$ cat src/source/snn_pkg.sv
package snn_pkg;

    typedef logic [7:0] byte_t;     // pixel, weight, beta, vth, membrane
    typedef logic [7:0] count_t;    // saturates at 255
    typedef logic [7:0] addr_t;     // loader and memory address

    typedef enum logic [2:0] {
        IDLE,
        CLEAR,
        GEN,
        POP,
        INTEG,
        LEAK,
        NEXT
    } state_t;

    // loader map: image from 0, weights right after, two registers at the top
    localparam addr_t BETA_ADDR = 8'd254;
    localparam addr_t VTH_ADDR  = 8'd255;

    // spike lfsr, shift left, feedback from bits 7 5 4 3
    localparam byte_t LFSR_SEED = 8'hb5;
    localparam byte_t LFSR_TAPS = 8'b1011_1000;

endpackage

$ cat src/source/snn_store.sv
`timescale 1ns/10ps

module snn_store #(
    parameter int NUM_PIXELS  = 16,
    parameter int NUM_NEURONS = 4,
    localparam int NUM_WGT = NUM_PIXELS * NUM_NEURONS,
    localparam int PIX_W   = (NUM_PIXELS > 1) ? $clog2(NUM_PIXELS) : 1,
    localparam int WGT_W   = (NUM_WGT > 1) ? $clog2(NUM_WGT) : 1
) (
    input  logic           clk,
    input  logic           load_we_i,
    input  snn_pkg::addr_t load_addr_i,
    input  snn_pkg::byte_t load_data_i,
    input  logic           busy_i,
    input  logic           img_rd_i,
    input  snn_pkg::addr_t img_addr_i,
    output snn_pkg::byte_t img_data_o,
    input  logic           wgt_rd_i,
    input  snn_pkg::addr_t wgt_addr_i,     // offset into weight table
    output snn_pkg::byte_t wgt_data_o,
    output snn_pkg::byte_t beta_o,
    output snn_pkg::byte_t vth_o
);

    localparam snn_pkg::addr_t IMG_END = snn_pkg::addr_t'(NUM_PIXELS);
    localparam snn_pkg::addr_t WGT_END = snn_pkg::addr_t'(NUM_PIXELS * (1 + NUM_NEURONS));

    snn_pkg::byte_t img_mem [NUM_PIXELS];
    snn_pkg::byte_t wgt_mem [NUM_WGT];
    snn_pkg::addr_t wgt_off;
    logic           wr_en;

    assign wr_en   = load_we_i && !busy_i;     // loader locked out during a run
    assign wgt_off = load_addr_i - IMG_END;

    always_ff @(posedge clk) begin
        if (wr_en) begin
            if (load_addr_i == snn_pkg::BETA_ADDR) begin
                beta_o <= load_data_i;
            end else if (load_addr_i == snn_pkg::VTH_ADDR) begin
                vth_o <= load_data_i;
            end else if (load_addr_i < IMG_END) begin
                img_mem[load_addr_i[PIX_W-1:0]] <= load_data_i;
            end else if (load_addr_i < WGT_END) begin
                wgt_mem[wgt_off[WGT_W-1:0]] <= load_data_i;
            end
        end
    end

    // one cycle read latency on both ports
    always_ff @(posedge clk) begin
        if (img_rd_i) begin
            img_data_o <= img_mem[img_addr_i[PIX_W-1:0]];
        end
        if (wgt_rd_i) begin
            wgt_data_o <= wgt_mem[wgt_addr_i[WGT_W-1:0]];
        end
    end

    initial begin
        assert (NUM_PIXELS * (1 + NUM_NEURONS) <= 254)
            else $error("image and weights overlap the beta/vth registers");
    end

    // reads only come from a running controller, so they never meet a load
    a_rd_only_busy: assert property (@(posedge clk) (img_rd_i || wgt_rd_i) |-> busy_i)
        else $error("memory read outside a run");

endmodule

$ cat src/source/spike_encoder.sv
`timescale 1ns/10ps

module spike_encoder #(
    parameter int NUM_PIXELS = 16,
    localparam int PIX_W = (NUM_PIXELS > 1) ? $clog2(NUM_PIXELS) : 1
) (
    input  logic             clk,
    input  logic             rst,
    input  logic             seed_i,
    input  logic             pix_valid_i,
    input  logic [PIX_W-1:0] pix_idx_i,
    input  snn_pkg::byte_t   pix_data_i,
    output logic             push_o,
    output logic [PIX_W-1:0] push_idx_o
);

    snn_pkg::byte_t lfsr;
    logic           fb;

    assign fb = ^(lfsr & snn_pkg::LFSR_TAPS);

    always_ff @(posedge clk) begin
        if (rst || seed_i) begin
            lfsr <= snn_pkg::LFSR_SEED;
        end else if (pix_valid_i) begin
            lfsr <= {lfsr[6:0], fb};            // one step per pixel
        end
    end

    // strict compare, a dark pixel never fires
    assign push_o     = pix_valid_i && (lfsr < pix_data_i);
    assign push_idx_o = pix_idx_i;

endmodule

$ cat src/source/spike_queue.sv
`timescale 1ns/10ps

module spike_queue #(
    parameter int NUM_PIXELS = 16,
    localparam int PIX_W = (NUM_PIXELS > 1) ? $clog2(NUM_PIXELS) : 1,
    localparam int CNT_W = $clog2(NUM_PIXELS + 1)
) (
    input  logic             clk,
    input  logic             rst,
    input  logic             clear_i,
    input  logic             push_i,
    input  logic [PIX_W-1:0] push_idx_i,
    input  logic             pop_i,
    output logic [PIX_W-1:0] head_idx_o,
    output logic             empty_o
);

    logic [PIX_W-1:0] mem [NUM_PIXELS];
    logic [PIX_W-1:0] wr_ptr;
    logic [PIX_W-1:0] rd_ptr;
    logic [CNT_W-1:0] level;
    logic             full;

    function automatic logic [PIX_W-1:0] bump(input logic [PIX_W-1:0] p);
        return (p == PIX_W'(NUM_PIXELS - 1)) ? '0 : p + 1'b1;   // wrap at depth
    endfunction

    assign full       = (level == CNT_W'(NUM_PIXELS));
    assign empty_o    = (level == '0);
    assign head_idx_o = mem[rd_ptr];

    always_ff @(posedge clk) begin
        if (rst || clear_i) begin
            wr_ptr <= '0;
            rd_ptr <= '0;
            level  <= '0;
        end else begin
            if (push_i) wr_ptr <= bump(wr_ptr);
            if (pop_i) rd_ptr <= bump(rd_ptr);
            if (push_i && !pop_i) level <= level + 1'b1;
            else if (pop_i && !push_i) level <= level - 1'b1;
        end
    end

    always_ff @(posedge clk) begin
        if (push_i) mem[wr_ptr] <= push_idx_i;
    end

    // depth covers one entry per pixel, the encoder can never outrun it
    a_no_overflow: assert property (@(posedge clk) disable iff (rst) push_i |-> !full)
        else $error("spike queue push while full");
    a_no_underflow: assert property (@(posedge clk) disable iff (rst) pop_i |-> !empty_o)
        else $error("spike queue pop while empty");

endmodule

$ cat src/source/lif_neuron_array.sv
`timescale 1ns/10ps

module lif_neuron_array #(
    parameter int NUM_NEURONS = 4,
    localparam int NEU_W = (NUM_NEURONS > 1) ? $clog2(NUM_NEURONS) : 1
) (
    input  logic             clk,
    input  logic             rst,
    input  logic             clear_i,
    input  logic             integ_i,
    input  logic [NEU_W-1:0] integ_idx_i,
    input  snn_pkg::byte_t   weight_i,
    input  logic             leak_i,
    input  logic [NEU_W-1:0] leak_idx_i,
    input  snn_pkg::byte_t   beta_i,
    input  snn_pkg::byte_t   vth_i,
    input  logic [NEU_W-1:0] count_sel_i,
    output snn_pkg::count_t  count_o
);

    snn_pkg::byte_t  vmem [NUM_NEURONS];
    snn_pkg::count_t spk_cnt [NUM_NEURONS];

    logic [8:0]     sum;
    logic [15:0]    prod;
    snn_pkg::byte_t leaked;
    logic           fire;

    // integrate path
    assign sum = {1'b0, vmem[integ_idx_i]} + {1'b0, weight_i};

    // leak path, beta is a fraction of 256
    assign prod   = {8'd0, vmem[leak_idx_i]} * {8'd0, beta_i};
    assign leaked = prod[15:8];
    assign fire   = (leaked >= vth_i);

    always_ff @(posedge clk) begin
        if (rst || clear_i) begin
            for (int i = 0; i < NUM_NEURONS; i++) begin
                vmem[i]    <= '0;
                spk_cnt[i] <= '0;
            end
        end else begin
            if (integ_i) begin
                vmem[integ_idx_i] <= sum[8] ? 8'hff : sum[7:0];   // clamp
            end
            if (leak_i) begin
                if (fire) begin
                    vmem[leak_idx_i] <= '0;         // reset after spike
                    if (spk_cnt[leak_idx_i] != 8'hff) begin
                        spk_cnt[leak_idx_i] <= spk_cnt[leak_idx_i] + 1'b1;
                    end
                end else begin
                    vmem[leak_idx_i] <= leaked;
                end
            end
        end
    end

    assign count_o = spk_cnt[count_sel_i];

endmodule

$ cat src/source/snn_controller.sv
`timescale 1ns/10ps

module snn_controller #(
    parameter int NUM_PIXELS  = 16,
    parameter int NUM_NEURONS = 4,
    parameter int NUM_STEPS   = 8,
    localparam int PIX_W  = (NUM_PIXELS > 1) ? $clog2(NUM_PIXELS) : 1,
    localparam int PCW    = $clog2(NUM_PIXELS + 1),
    localparam int NEU_W  = (NUM_NEURONS > 1) ? $clog2(NUM_NEURONS) : 1,
    localparam int STEP_W = (NUM_STEPS > 1) ? $clog2(NUM_STEPS) : 1
) (
    input  logic             clk,
    input  logic             rst,
    input  logic             start_i,
    output logic             busy_o,
    output logic             done_o,
    output logic             img_rd_o,
    output snn_pkg::addr_t   img_addr_o,
    output logic             pix_valid_o,
    output logic [PIX_W-1:0] pix_idx_o,
    output logic             seed_o,
    output logic             q_clear_o,
    output logic             pop_o,
    input  logic [PIX_W-1:0] head_idx_i,
    input  logic             empty_i,
    output logic             wgt_rd_o,
    output snn_pkg::addr_t   wgt_addr_o,
    output logic             integ_o,
    output logic [NEU_W-1:0] integ_idx_o,
    output logic             leak_o,
    output logic [NEU_W-1:0] leak_idx_o,
    output logic             clear_o
);

    snn_pkg::state_t   state;
    logic [PCW-1:0]    pix_cnt;
    logic [NEU_W-1:0]  neu_cnt;
    logic [STEP_W-1:0] step_cnt;
    logic [PIX_W-1:0]  spike_pix;       // pixel row being integrated
    logic              gen_done;
    logic              last_neu;
    logic              last_step;

    assign gen_done  = (pix_cnt == PCW'(NUM_PIXELS));   // drain cycle, no read
    assign last_neu  = (neu_cnt == NEU_W'(NUM_NEURONS - 1));
    assign last_step = (step_cnt == STEP_W'(NUM_STEPS - 1));

    always_ff @(posedge clk) begin
        if (rst) begin
            state    <= snn_pkg::IDLE;
            pix_cnt  <= '0;
            neu_cnt  <= '0;
            step_cnt <= '0;
            done_o   <= 1'b0;
        end else begin
            done_o <= 1'b0;
            case (state)
                snn_pkg::IDLE: begin
                    if (start_i) begin
                        step_cnt <= '0;
                        state    <= snn_pkg::CLEAR;
                    end
                end
                snn_pkg::CLEAR: begin
                    pix_cnt <= '0;
                    state   <= snn_pkg::GEN;
                end
                snn_pkg::GEN: begin
                    if (gen_done) state <= snn_pkg::POP;
                    else pix_cnt <= pix_cnt + 1'b1;
                end
                snn_pkg::POP: begin
                    neu_cnt <= '0;
                    state   <= empty_i ? snn_pkg::LEAK : snn_pkg::INTEG;
                end
                snn_pkg::INTEG: begin
                    neu_cnt <= neu_cnt + 1'b1;
                    if (last_neu) state <= snn_pkg::POP;
                end
                snn_pkg::LEAK: begin
                    neu_cnt <= neu_cnt + 1'b1;
                    if (last_neu) state <= snn_pkg::NEXT;
                end
                snn_pkg::NEXT: begin
                    if (last_step) begin
                        done_o <= 1'b1;
                        state  <= snn_pkg::IDLE;
                    end else begin
                        step_cnt <= step_cnt + 1'b1;
                        pix_cnt  <= '0;
                        state    <= snn_pkg::GEN;
                    end
                end
                default: state <= snn_pkg::IDLE;
            endcase
        end
    end

    // read strobes delayed to line up with memory data
    always_ff @(posedge clk) begin
        if (rst) begin
            pix_valid_o <= 1'b0;
            integ_o     <= 1'b0;
        end else begin
            pix_valid_o <= img_rd_o;
            integ_o     <= wgt_rd_o;
        end
    end

    always_ff @(posedge clk) begin
        pix_idx_o   <= PIX_W'(pix_cnt);
        integ_idx_o <= neu_cnt;
        if (state == snn_pkg::POP) spike_pix <= head_idx_i;
    end

    assign busy_o     = (state != snn_pkg::IDLE);
    assign seed_o     = (state == snn_pkg::CLEAR);
    assign q_clear_o  = (state == snn_pkg::CLEAR);
    assign clear_o    = (state == snn_pkg::CLEAR);
    assign img_rd_o   = (state == snn_pkg::GEN) && !gen_done;
    assign img_addr_o = snn_pkg::addr_t'(pix_cnt);
    assign pop_o      = (state == snn_pkg::POP) && !empty_i;
    assign wgt_rd_o   = (state == snn_pkg::INTEG);
    assign wgt_addr_o = snn_pkg::addr_t'(spike_pix) * snn_pkg::addr_t'(NUM_NEURONS)
                      + snn_pkg::addr_t'(neu_cnt);          // row of the popped pixel
    assign leak_o     = (state == snn_pkg::LEAK);
    assign leak_idx_o = neu_cnt;

    a_done_single: assert property (@(posedge clk) disable iff (rst) done_o |=> !done_o)
        else $error("done_o held longer than one cycle");

endmodule

$ cat src/source/snn_core.sv
`timescale 1ns/10ps

module snn_core #(
    parameter int NUM_PIXELS  = 16,
    parameter int NUM_NEURONS = 4,
    parameter int NUM_STEPS   = 8,
    localparam int PIX_W = (NUM_PIXELS > 1) ? $clog2(NUM_PIXELS) : 1,
    localparam int NEU_W = (NUM_NEURONS > 1) ? $clog2(NUM_NEURONS) : 1
) (
    input  logic                  clk,
    input  logic                  rst,
    input  logic                  load_we_i,
    input  snn_pkg::addr_t        load_addr_i,
    input  snn_pkg::byte_t        load_data_i,
    input  logic                  start_i,
    output logic                  busy_o,
    output logic                  done_o,
    input  logic [NEU_W-1:0]      count_sel_i,
    output snn_pkg::count_t       count_o
);

    logic img_rd, wgt_rd, pix_valid, seed, q_clear, pop, push, empty;
    logic integ, leak, clear;
    snn_pkg::addr_t img_addr, wgt_addr;
    snn_pkg::byte_t img_data, wgt_data, beta, vth;
    logic [PIX_W-1:0] pix_idx, push_idx, head_idx;
    logic [NEU_W-1:0] integ_idx, leak_idx;

    snn_store #(.NUM_PIXELS(NUM_PIXELS), .NUM_NEURONS(NUM_NEURONS)) snn_store_i (
        .clk(clk),
        .load_we_i(load_we_i), .load_addr_i(load_addr_i), .load_data_i(load_data_i),
        .busy_i(busy_o),
        .img_rd_i(img_rd), .img_addr_i(img_addr), .img_data_o(img_data),
        .wgt_rd_i(wgt_rd), .wgt_addr_i(wgt_addr), .wgt_data_o(wgt_data),
        .beta_o(beta), .vth_o(vth)
    );

    snn_controller #(
        .NUM_PIXELS(NUM_PIXELS), .NUM_NEURONS(NUM_NEURONS), .NUM_STEPS(NUM_STEPS)
    ) snn_controller_i (
        .clk(clk), .rst(rst),
        .start_i(start_i), .busy_o(busy_o), .done_o(done_o),
        .img_rd_o(img_rd), .img_addr_o(img_addr),
        .pix_valid_o(pix_valid), .pix_idx_o(pix_idx),
        .seed_o(seed), .q_clear_o(q_clear),
        .pop_o(pop), .head_idx_i(head_idx), .empty_i(empty),
        .wgt_rd_o(wgt_rd), .wgt_addr_o(wgt_addr),
        .integ_o(integ), .integ_idx_o(integ_idx),
        .leak_o(leak), .leak_idx_o(leak_idx),
        .clear_o(clear)
    );

    spike_encoder #(.NUM_PIXELS(NUM_PIXELS)) spike_encoder_i (
        .clk(clk), .rst(rst), .seed_i(seed),
        .pix_valid_i(pix_valid), .pix_idx_i(pix_idx), .pix_data_i(img_data),
        .push_o(push), .push_idx_o(push_idx)
    );

    spike_queue #(.NUM_PIXELS(NUM_PIXELS)) spike_queue_i (
        .clk(clk), .rst(rst), .clear_i(q_clear),
        .push_i(push), .push_idx_i(push_idx),
        .pop_i(pop), .head_idx_o(head_idx), .empty_o(empty)
    );

    lif_neuron_array #(.NUM_NEURONS(NUM_NEURONS)) lif_neuron_array_i (
        .clk(clk), .rst(rst), .clear_i(clear),
        .integ_i(integ), .integ_idx_i(integ_idx), .weight_i(wgt_data),
        .leak_i(leak), .leak_idx_i(leak_idx),
        .beta_i(beta), .vth_i(vth),
        .count_sel_i(count_sel_i), .count_o(count_o)
    );

endmodule

$ cat config.mk
export PLATFORM = sky130hd
export DESIGN_NAME = snn_core
export DESIGN_NICKNAME = d
export VERILOG_FILES = /design/src/source/snn_pkg.sv /design/src/source/snn_store.sv /design/src/source/spike_encoder.sv /design/src/source/spike_queue.sv /design/src/source/lif_neuron_array.sv /design/src/source/snn_controller.sv /design/src/source/snn_core.sv
export SDC_FILE = /design/constraint.sdc
export NUM_CORES = 1
export LEC_CHECK = 0
export BUFFER_PORTS_ARGS = -buffer_cell sky130_fd_sc_hd__buf_2
export CELL_PAD_IN_SITES_DETAIL_PLACEMENT = 0
export CELL_PAD_IN_SITES_GLOBAL_PLACEMENT = 1
export CORE_MARGIN = 4
export CORE_UTILIZATION = 30
export DETAILED_ROUTE_END_ITERATION = 16
export GPL_ROUTABILITY_DRIVEN = 0
export PLACE_DENSITY_LB_ADDON = 0.08
export SYNTH_ARGS = -nofsm -noshare
export SYNTH_HDL_FRONTEND = slang
export SYNTH_SLANG_ARGS = --single-unit
$ cat constraint.sdc
create_clock -name clk -period 9.17 [get_ports clk]
set_input_delay 2.2925 -clock clk [delete_from_list [all_inputs] [get_ports clk]]
set_output_delay 2.2925 -clock clk [all_outputs]
set_load 0.005 [all_outputs]
==> key figures, run 1 <==
Outcome
  • Status: finished, final reports clean

Placement
  • IO Port Bufs: 31
  • Post-DP HPWL: a little over 60000 microns
  • DP Worst Slack: approximately 1500 ps
  • Placed cells: ~3600

Pwr
  • Tot Pwr: approximately 10000 uW
  • Power density over the cells: between 200 and 250 nW/um^2
  • Largest vdd supply drop: ~0.15 mV
  • Leak Pwr: ~0.013 uW

Route
  • First-pass DRT Iterations: 8
  • ANT nets after route: 0
  • Initial DRC count: approximately 1200
  • Drc violations: 0
  • WL/cell: between 20 and 30 microns
  • Via count: roughly 18000
  • Post-Route WL: around 94000 microns
  • Vias per cell: roughly 4.9

Die
  • Die width: around 360 microns
  • Core Footprint: about 120000 sq um
  • DIE AREA: 128000 sq um
  • Num ports: 32
  • Die H: between 300 and 400 microns
  • Initial Utilization: 0.304
  • FP Rows: roughly 130

Final layout
  • Nets: approximately 2200
  • Fillers: between 10000 and 15000
  • Syn-to-layout area delta: 13.2%
  • Layout cell share with drive strength beyond 1: 0.213
  • Post-layout utilization of the core: 0.344
  • # diodes: 0
  • Final std cells w/o fill: 3746

Logic synthesis
  • YS warnings: 0
  • Synthesized instance count: 2000
  • Post-Syn Area per Cell: 18.3 sq um
  • Net Count, Synth: 2133
  • Netlist Area Pre-Place: about 37000 sq um
  • Synth top area cells: edfxtp_1 (66%), mux4_2 (15%), ha_1 (2.5%), dfxtp_1 (2.5%), fa_1 (2.0%)
  • Count leader, synth: edfxtp_1
  • Area share of the largest cell type after synthesis: 0.659
  • Register area share after synthesis: 0.684
  • Async SR Flop Fraction: 0
  • Post-synth EDFFs: ~800
  • Dominant synthesized flop cell: edfxtp_1
  • Synth top cells by count: edfxtp_1 (804), mux4_2 (251), nor2_1 (154)
  • Synth Register Bits: ~850
  • Yosys cell types: 75
  • Synth area leader: edfxtp_1

Global routing
  • Vias in the first global route: approximately 19000
  • Pin count of the biggest net entering global routing: 83
  • Initial antenna violation count: 1
  • First-pass GRT wire length: 139000 microns
  • Congestion Overflow GR: 0
  • Global-route usage over all layers: 0.149

Clock network
  • Post-cts resize count: 0
  • Post-CTS Hold Buffers: 0
  • Clk slew on worst S/H paths: approximately 60 ps
  • Worst skew pair latency: between 600 and 700 ps
  • CTS buffer count: 96
  • Root buf cell: clkbuf_16
  • Max Root-Sink Buffers: 3
  • CTS Sinks: around 850
  • CTS tree: done
  • # Post-CTS Setup Buffers: 0
  • H-tree depth: 3

STA
  • Tmin final: 7620 ps
  • Fmax: ~130 MHz
  • Final setup viols: 0
  • Final Skew: roughly 21 ps
  • Total negative setup slack: 0 ps
  • Slew @ Worst Pin: 1240 ps
  • Max-Slew Margin vs Limit: 0.164
  • Final worst slack: 1550 ps
  • Hold Vio Cnt, Final: 0
  • Final Cycle Share: 0.831
  • Final Max Tran Viols: 0
  • RSZ-0062 raised after global routing: false

Worst setup path
  • Crit path kind: flop to flop
  • FF-to-FF path depth: 19
  • Worst EP arrival: just under 8000 ps
  • Register-to-register setup slack: around 1600 ps
  • Crit path required time: around 9400 ps
  • Worst Path Max Fanout: 16
  • Startpoint types: flop
  • CP endpoint kind: flop
  • Crit Reg-Reg Endpoint: lif_neuron_array_i.spk_cnt[2][3]$_SDFFCE_PN0P_

Min path
  • WHS Path Cells: 0
  • Worst hold path class: flop to flop
  • Hold endpoint: snn_controller_i.integ_idx_o[1]$_DFF_P_
  • Hold Crit Start: snn_controller_i.leak_idx_o[1]$_SDFFE_PP0N_

Job
  • MaxCap Viol Count: 0
==> area by class of cell <==
class / count / area, sq um / share of cell area
Clock buffer: 119 / 2570 / 0.0621
Clock inverter: 50 / 322 / 0.00776
Inverter: 89 / 334 / 0.00806
Multi-Input combinational cell: 973 / 10800 / 0.261
Sequential cell: 849 / 25100 / 0.604
Tap cell: 1612 / 2020 / 0.0486
Timing Repair Buffer: 54 / 360 / 0.00869
==> per-layer routing <==
| layer | global-route usage | up-vias | wire length, microns |
|---|---|---|---|
| met3 | 0.0225 | 138 | 3260 |
| met5 | 0 | - | 0 |
| met2 | 0.248 | 309 | 46200 |
| met1 | 0.202 | 9670 | 42100 |
| li1 | - | 8086 | - |
| met4 | 0.0469 | 0 | 2480 |
==> critical path, cell delays in order (launching register included) <==
cell and delay, ps:
dfxtp_1 940, mux4_2 520, and2_1 220, fa_1 450, fa_1 480, fa_1 550
inv_1 50, fa_1 490, inv_1 50, ha_1 310, and4b_1 220, nand3_2 130
o221a_2 360, o211ai_1 440, inv_1 100, ha_1 300, o21ai_0 90, a22oi_1 270
nand4b_1 220, o21ai_0 1020
==> metrics by stage <==
step / hold slack (ps) / area (sq um)
final: 480 / 41500
after detailed placement: 471 / 38600
after CTS: 480 / 41500
after floorplan: 342 / 36600
after global routing: 491 / 41500
after global placement: 474 / 38600
==> sequential cells by signal (all words and copies together), names as in the netlist, 2 cells and up, named ones only <==
signal                        count
snn_store_i.wgt_mem             512
snn_store_i.img_mem             128
spike_queue_i.mem                64
lif_neuron_array_i.spk_cnt       32
lif_neuron_array_i.vmem          32
snn_store_i.beta_o                8
snn_store_i.img_data_o            8
snn_store_i.vth_o                 8
snn_store_i.wgt_data_o            8
spike_encoder_i.lfsr              8
snn_controller_i.pix_cnt          5
spike_queue_i.level               5
snn_controller_i.pix_idx_o        4
snn_controller_i.spike_pix        4
spike_queue_i.rd_ptr              4
spike_queue_i.wr_ptr              4
snn_controller_i.state            3
snn_controller_i.step_cnt         3
snn_controller_i.integ_idx_o      2
snn_controller_i.leak_idx_o       2
==> how the worst max path moves through the flow <==
stage | start | end | slack, ps
after floorplan | flop | lif_neuron_array_i.spk_cnt[0][0]$_SDFFCE_PN0P_ | 2670
after global placement | flop | lif_neuron_array_i.spk_cnt[3][6]$_DFFE_PP_ | 1580
after detailed placement | flop | lif_neuron_array_i.spk_cnt[2][4]$_SDFFCE_PN0P_ | 1460
after CTS | flop | lif_neuron_array_i.spk_cnt[2][3]$_SDFFCE_PN0P_ | 1430
after global routing | flop | lif_neuron_array_i.spk_cnt[2][3]$_SDFFCE_PN0P_ | 970
final | flop | lif_neuron_array_i.spk_cnt[2][3]$_SDFFCE_PN0P_ | 1550
==> power by group <==
group / internal [uW] / total, uW / switching (uW)
Combinational: 827 / 2060 / 1230
Clock: 2060 / 3570 / 1510
Sequential: 4390 / 4510 / 120
Total: 7270 / 10100 / 2860
==> cells by family after synthesis <==
logic type,after synthesis,synth area share
flip-flops,849,0.684
AND/OR/NAND/NOR,416,0.0558
multiplexers,268,0.159
buffers and inverters,178,0.0216
AO/OA/AOI/OAI,153,0.0272
adder cells (fa/ha/maj),111,0.0455
XOR/XNOR,25,0.00639
==> cells in the final DEF (no fill, tap or decap), types with 3 or more instances in the layout <==
cell / n
edfxtp_1: 804
clkbuf_16: 100
a22oi_1: 21
a211o_1: 3
clkinv_2: 15
xnor2_1: 11
nor2_1: 154
nor3_2: 3
and3_1: 16
or3_1: 4
nor2b_1: 15
nand3b_1: 4
o21ai_0: 21
a31oi_1: 4
bufinv_16: 3
clkinvlp_4: 5
nor3_1: 11
nand3_1: 23
nand2_1: 78
o22ai_1: 33
o211ai_1: 5
ha_1: 74
clkinv_1: 25
fa_1: 37
clkbuf_1: 19
xor2_1: 12
and2_1: 58
mux2i_1: 16
a21o_1: 10
dfxtp_1: 42
a21oi_1: 34
nand2b_1: 17
nand4_1: 9
buf_4: 30
buf_2: 23
inv_1: 89
mux4_2: 251
o31ai_1: 3
Power figures use the tool's default switching activity.
==> run 2: changes to the inputs <==
==> constraint.sdc (replaced) <==
create_clock -name clk -period 7.8 [get_ports clk]
set_input_delay 1.95 -clock clk [delete_from_list [all_inputs] [get_ports clk]]
set_output_delay 1.95 -clock clk [all_outputs]
set_load 0.005 [all_outputs]
==> key figures, run 2 (synthesis gave the netlist of run 1 again) <==
Outcome
  • Status: finished, final reports clean (unchanged)

STA
  • RSZ-0062 raised after global routing: false (unchanged)
  • Final setup viols: 0 (unchanged)
  • Hold Vio Cnt, Final: 0 (unchanged)
  • Final Skew: 30.3 ps (was 21.0 ps)
  • Final Max Tran Viols: 0 (unchanged)
  • Max-Slew Margin vs Limit: 0.228 (was 0.164)
  • Fmax: 140 MHz (was 131 MHz)
  • Slew @ Worst Pin: 1150 ps (was 1240 ps)
  • Tmin final: 7160 ps (was 7620 ps)
  • Final Cycle Share: 0.918 (was 0.831)
  • Total negative setup slack: 0 ps (unchanged)
  • Final worst slack: 642 ps (was 1550 ps)

Clock network
  • Root buf cell: clkbuf_16 (unchanged)
  • Post-CTS Hold Buffers: 0 (unchanged)
  • CTS Sinks: 849 (unchanged)
  • Worst skew pair latency: 660 ps (about the same)
  • CTS tree: done (unchanged)
  • Post-cts resize count: 0 (unchanged)
  • CTS buffer count: 95 (was 96)
  • Clk slew on worst S/H paths: 60 ps (about the same)
  • H-tree depth: 3 (unchanged)
  • # Post-CTS Setup Buffers: 0 (unchanged)
  • Max Root-Sink Buffers: 3 (unchanged)

Die
  • Die H: 357 microns (unchanged)
  • Core Footprint: 121000 sq um (unchanged)
  • Initial Utilization: 0.304 (unchanged)
  • FP Rows: 127 (unchanged)
  • Num ports: 32 (unchanged)
  • Die width: 357 microns (unchanged)
  • DIE AREA: 128000 sq um (unchanged)

Global routing
  • First-pass GRT wire length: 139000 microns (about the same)
  • Initial antenna violation count: 2 (was 1)
  • Global-route usage over all layers: 0.150 (was 0.149)
  • Vias in the first global route: 19569 (was 19420)
  • Pin count of the biggest net entering global routing: 83 (unchanged)
  • Congestion Overflow GR: 0 (unchanged)

Route
  • WL/cell: 25.2 microns (was 25.1 microns)
  • Vias per cell: 4.88 (was 4.86)
  • Via count: 18313 (was 18203)
  • Drc violations: 0 (unchanged)
  • Initial DRC count: 1246 (was 1195)
  • Post-Route WL: 94400 microns (was 94100 microns)
  • ANT nets after route: 0 (unchanged)
  • First-pass DRT Iterations: 5 (was 8)

Min path
  • Worst hold path class: flop to flop (unchanged)
  • Hold Crit Start: spike_queue_i.level[4]$_SDFFE_PP0P_ (was snn_controller_i.leak_idx_o[1]$_SDFFE_PP0N_)

Final layout
  • Nets: 2199 (was 2196)
  • Most frequent cells in the layout: edfxtp_1 (804), mux4_2 (251), nor2_1 (154) (unchanged)
  • Syn-to-layout area delta: 13.8% (was 13.2%)
  • Commonest non-fill, non-tap cell in the layout: edfxtp_1 (unchanged)
  • # diodes: 0 (unchanged)
  • Post-layout instance area: 41700 sq um (was 41500 sq um)
  • Layout cell share with drive strength beyond 1: 0.220 (was 0.213)
  • Largest register FFs: 512 (unchanged)
  • Post-layout utilization of the core: 0.346 (was 0.344)
  • Fillers: 11406 (was 11363)

Pwr
  • P_sw: 3470 uW (was 2860 uW)
  • Power density over the cells: 294 nW/um^2 (was 244 nW/um^2)
  • Largest vdd supply drop: 0.210 mV (was 0.145 mV)
  • Clock network fraction of total power: 0.361 (was 0.352)
  • Internal power: 8780 uW (was 7270 uW)
  • Switch share: 0.283 (was 0.282)
  • Sequential power share: 0.433 (was 0.445)
  • Leak Pwr: 0.0133 uW (was 0.0132 uW)
  • Comb pwr share: 0.206 (was 0.203)

Worst setup path
  • CP endpoint kind: flop (unchanged)
  • Startpoint types: flop (unchanged)
  • Crit path kind: flop to flop (unchanged)
  • Worst EP arrival: 7660 ps (was 7890 ps)
  • Worst Path Max Fanout: 11 (was 16)
  • Crit path required time: 8300 ps (was 9440 ps)
  • Register-to-register setup slack: 640 ps (was 1550 ps)

Placement
  • DP Worst Slack: 603 ps (was 1460 ps)
  • IO Port Bufs: 31 (unchanged)
  • Placed cell area: 38600 sq um (about the same)
  • Post-DP HPWL: 60900 microns (about the same)

Job
  • MaxCap Viol Count: 0 (unchanged)
-- run 2: worst max-delay path, stage by stage (launching register included) --
cell,delay (ps)
dfxtp_1,660
mux4_2,710
and2_1,230
fa_1,430
fa_1,480
fa_1,550
inv_1,50
fa_1,480
inv_1,40
ha_1,310
a21oi_1,160
o21a_1,230
o22ai_2,140
nor2_1,160
xor2_1,510
inv_1,170
ha_1,310
o21ai_0,80
o211ai_1,290
nand4_2,310
or3_1,540
nor2_1,150
-- run 2: through the flow --
stage / std cells / total power, uW / hold slack, ps
floorplan: 2000 / 7050 / 342
global placement: 3581 / 7970 / 473
detailed placement: 3581 / 7960 / 488
CTS: 3753 / 12500 / 497
global route: 3753 / 12900 / 546
finish: 3753 / 12300 / 495
-- run 2: layout make-up --
class	count	area (sq um)	share of cell area
inverter	89	334	0.00802
multi-input combinational	973	10800	0.259
clock inverter	49	502	0.0120
tap	1612	2020	0.0484
sequential	849	25100	0.601
clock buffer	123	2580	0.0618
timing repair buffer	58	390	0.00937
-- run 2: final timing paths --
path	to	depth (start not counted)
worst min register to register	spike_queue_i.level[4]$_SDFFE_PP0P_	2
worst min-delay path	spike_queue_i.level[4]$_SDFFE_PP0P_	2
worst max register to register	lif_neuron_array_i.spk_cnt[0][4]$_SDFFCE_PN0P_	21
worst max-delay path	lif_neuron_array_i.spk_cnt[0][4]$_SDFFCE_PN0P_	21
-- run 2: metal layers --
layer  GRT usage  part of all wire
met4      0.0468             0.027
met5           0           0.00011
met3      0.0259             0.039
met1       0.199              0.44
met2       0.251              0.49
-- run 2: power by group through the flow --
stage,Sequential [uW],Clock [uW],Combinational (uW)
3_5_place_dp,5400,0,2560
6_report,5300,4430,2520
5_1_grt,5320,4780,2830
2_1_floorplan,5290,0,1750
3_3_place_gp,5400,0,2570
4_1_cts,5310,4570,2580
==> run 3: changes to the inputs <==
--- a/config.mk
+++ b/config.mk
@@ -8,8 +8,9 @@
 export BUFFER_PORTS_ARGS = -buffer_cell sky130_fd_sc_hd__buf_2
 export CELL_PAD_IN_SITES_DETAIL_PLACEMENT = 0
 export CELL_PAD_IN_SITES_GLOBAL_PLACEMENT = 1
+export CORE_ASPECT_RATIO = 0.6
 export CORE_MARGIN = 4
-export CORE_UTILIZATION = 30
+export CORE_UTILIZATION = 55
 export DETAILED_ROUTE_END_ITERATION = 16
 export GPL_ROUTABILITY_DRIVEN = 0
 export PLACE_DENSITY_LB_ADDON = 0.08
==> key figures, run 3 (synthesis gave the netlist of run 1 again) <==
STA
  • Max-Slew Margin vs Limit: 0.193 (was 0.228)
  • Total negative setup slack: 0 ps (unchanged)
  • Final Skew: 22.5 ps (was 30.3 ps)
  • Fmax: 142 MHz (was 140 MHz)
  • Tmin final: 7050 ps (was 7160 ps)
  • Hold Vio Cnt, Final: 0 (unchanged)
  • RSZ-0062 raised after global routing: false (unchanged)
  • Final setup viols: 0 (unchanged)
  • Final Max Tran Viols: 0 (unchanged)
  • Final worst slack: 748 ps (was 642 ps)
  • Final Cycle Share: 0.904 (was 0.918)
  • Slew @ Worst Pin: 1180 ps (was 1150 ps)

Die
  • Initial Utilization: 0.562 (was 0.304)
  • DIE AREA: 70900 sq um (was 128000 sq um)
  • FP Rows: 72 (was 127)
  • Num ports: 32 (unchanged)
  • Core Footprint: 65100 sq um (was 121000 sq um)
  • Die width: 341 microns (was 357 microns)
  • Die H: 208 microns (was 357 microns)

Placement
  • Placed cell area: 37700 sq um (was 38600 sq um)
  • IO Port Bufs: 31 (unchanged)
  • Post-DP HPWL: 53400 microns (was 60900 microns)
  • DP Worst Slack: 779 ps (was 603 ps)

Final layout
  • Largest register FFs: 512 (unchanged)
  • Syn-to-layout area delta: 9.58% (was 13.8%)
  • Commonest non-fill, non-tap cell in the layout: edfxtp_1 (unchanged)
  • Layout cell share with drive strength beyond 1: 0.208 (was 0.220)
  • Post-layout instance area: 40100 sq um (was 41700 sq um)
  • Fillers: 4581 (was 11406)
  • Nets: 2185 (was 2199)
  • Most frequent cells in the layout: edfxtp_1 (804), mux4_2 (251), nor2_1 (154) (unchanged)
  • # diodes: 0 (unchanged)

Route
  • ANT nets after route: 0 (unchanged)
  • Via count: 18830 (was 18313)
  • First-pass DRT Iterations: 6 (was 5)
  • Vias per cell: 6.29 (was 4.88)
  • Post-Route WL: 82500 microns (was 94400 microns)
  • Initial DRC count: 2145 (was 1246)
  • WL/cell: 27.5 microns (was 25.2 microns)
  • Drc violations: 0 (unchanged)

Clock network
  • Worst skew pair latency: 630 ps (was 660 ps)
  • H-tree depth: 3 (unchanged)
  • CTS buffer count: 78 (was 95)
  • CTS tree: done (unchanged)
  • Root buf cell: clkbuf_16 (unchanged)
  • CTS Sinks: 849 (unchanged)
  • Max Root-Sink Buffers: 3 (unchanged)
  • Clk slew on worst S/H paths: 60 ps (about the same)
  • Post-CTS Hold Buffers: 0 (unchanged)
  • # Post-CTS Setup Buffers: 0 (unchanged)
  • Post-cts resize count: 0 (unchanged)

Global routing
  • Global-route usage over all layers: 0.238 (was 0.150)
  • Pin count of the biggest net entering global routing: 137 (was 83)
  • First-pass GRT wire length: 124000 microns (was 139000 microns)
  • Initial antenna violation count: 2 (unchanged)
  • Congestion Overflow GR: 0 (unchanged)
  • Vias in the first global route: 18641 (was 19569)

Worst setup path
  • Startpoint types: flop (unchanged)
  • CP endpoint kind: flop (unchanged)
  • Register-to-register setup slack: 750 ps (was 640 ps)
  • Crit path kind: flop to flop (unchanged)
  • Crit path required time: 8280 ps (was 8300 ps)
  • Worst Path Max Fanout: 11 (unchanged)
  • Worst EP arrival: 7530 ps (was 7660 ps)

Pwr
  • Tot Pwr: 11500 uW (was 12300 uW)
  • P_sw: 3230 uW (was 3470 uW)
  • Leak Pwr: 0.0130 uW (was 0.0133 uW)
  • Power density over the cells: 285 nW/um^2 (was 294 nW/um^2)
  • Largest vdd supply drop: 0.195 mV (was 0.210 mV)
  • Internal power: 8220 uW (was 8780 uW)
  • Clock network fraction of total power: 0.323 (was 0.361)
  • Comb pwr share: 0.214 (was 0.206)
  • Switch share: 0.282 (was 0.283)
  • Sequential power share: 0.463 (was 0.433)

Min path
  • Worst hold path class: flop to flop (unchanged)

Job
  • MaxCap Viol Count: 0 (unchanged)

Outcome
  • Status: finished, final reports clean (unchanged)
run 3: changes by cell type in the layout (fill, tap and decap cells not counted), sizes merged:
cell      delta
buf          +3
clkinv       -5
clkinvlp     -3
inv          -1
bufinv       -4
clkbuf      -23
run 3: worst max-delay path, stage by stage (launching register included):
cell and delay [ps]:
dfxtp_1 650, mux4_2 700, and2_1 230, fa_1 500, fa_1 520, fa_1 500
inv_1 50, fa_1 470, inv_1 50, ha_1 420, nand4_1 150, o22ai_2 190
mux2i_1 250, xor2_1 440, inv_1 90, ha_1 290, o21ai_0 80, a22oi_1 320
nand4_2 330, or3_1 530, nor2_1 130
run 3: metal layers:
metal  track usage  part of all wire
met1         0.389              0.46
met2         0.319              0.42
met3        0.0701              0.11
met4        0.0502             0.018
met5             0                 0
run 3: path summary, 6_finish.rpt:
check | start | endpoint | cells after the start
worst min register to register | spike_queue_i.level[4]$_SDFFE_PP0P_ | spike_queue_i.level[4]$_SDFFE_PP0P_ | 2
worst max-delay path | flop | lif_neuron_array_i.spk_cnt[0][6]$_SDFFCE_PN0P_ | 20
worst min-delay path | spike_queue_i.level[4]$_SDFFE_PP0P_ | spike_queue_i.level[4]$_SDFFE_PP0P_ | 2
worst max register to register | flop | lif_neuron_array_i.spk_cnt[0][6]$_SDFFCE_PN0P_ | 20
run 3: area by class of cell:
type	instances	area, sq um	area share
flip-flops and latches	849	25100	0.624
clock buffers	100	2130	0.0531
clock inverters	36	309	0.00770
well taps	888	1110	0.0277
inverters	89	334	0.00833
repair buffers	61	393	0.00979
multi-input cells	973	10800	0.269
run 3: through the flow:
| step | utilization | std cells | hold WS [ps] |
|---|---|---|---|
| 4_1_cts | 0.616 | 2996 | 494 |
| 3_3_place_gp | 0.579 | 2860 | 468 |
| 3_5_place_dp | 0.579 | 2860 | 484 |
| 2_1_floorplan | - | 2000 | 342 |
| 5_1_grt | 0.616 | 2996 | 555 |
| 6_report | 0.616 | 2996 | 490 |
run 3: power by group through the flow:
stage                     combinational [uW]  clock, uW  sequential, uW
after CTS                               2440       3770            5300
after global placement                  2390          0            5390
after detailed placement                2410          0            5400
final                                   2450       3700            5300
after floorplan                         1750          0            5290
after global routing                    2720       3990            5320
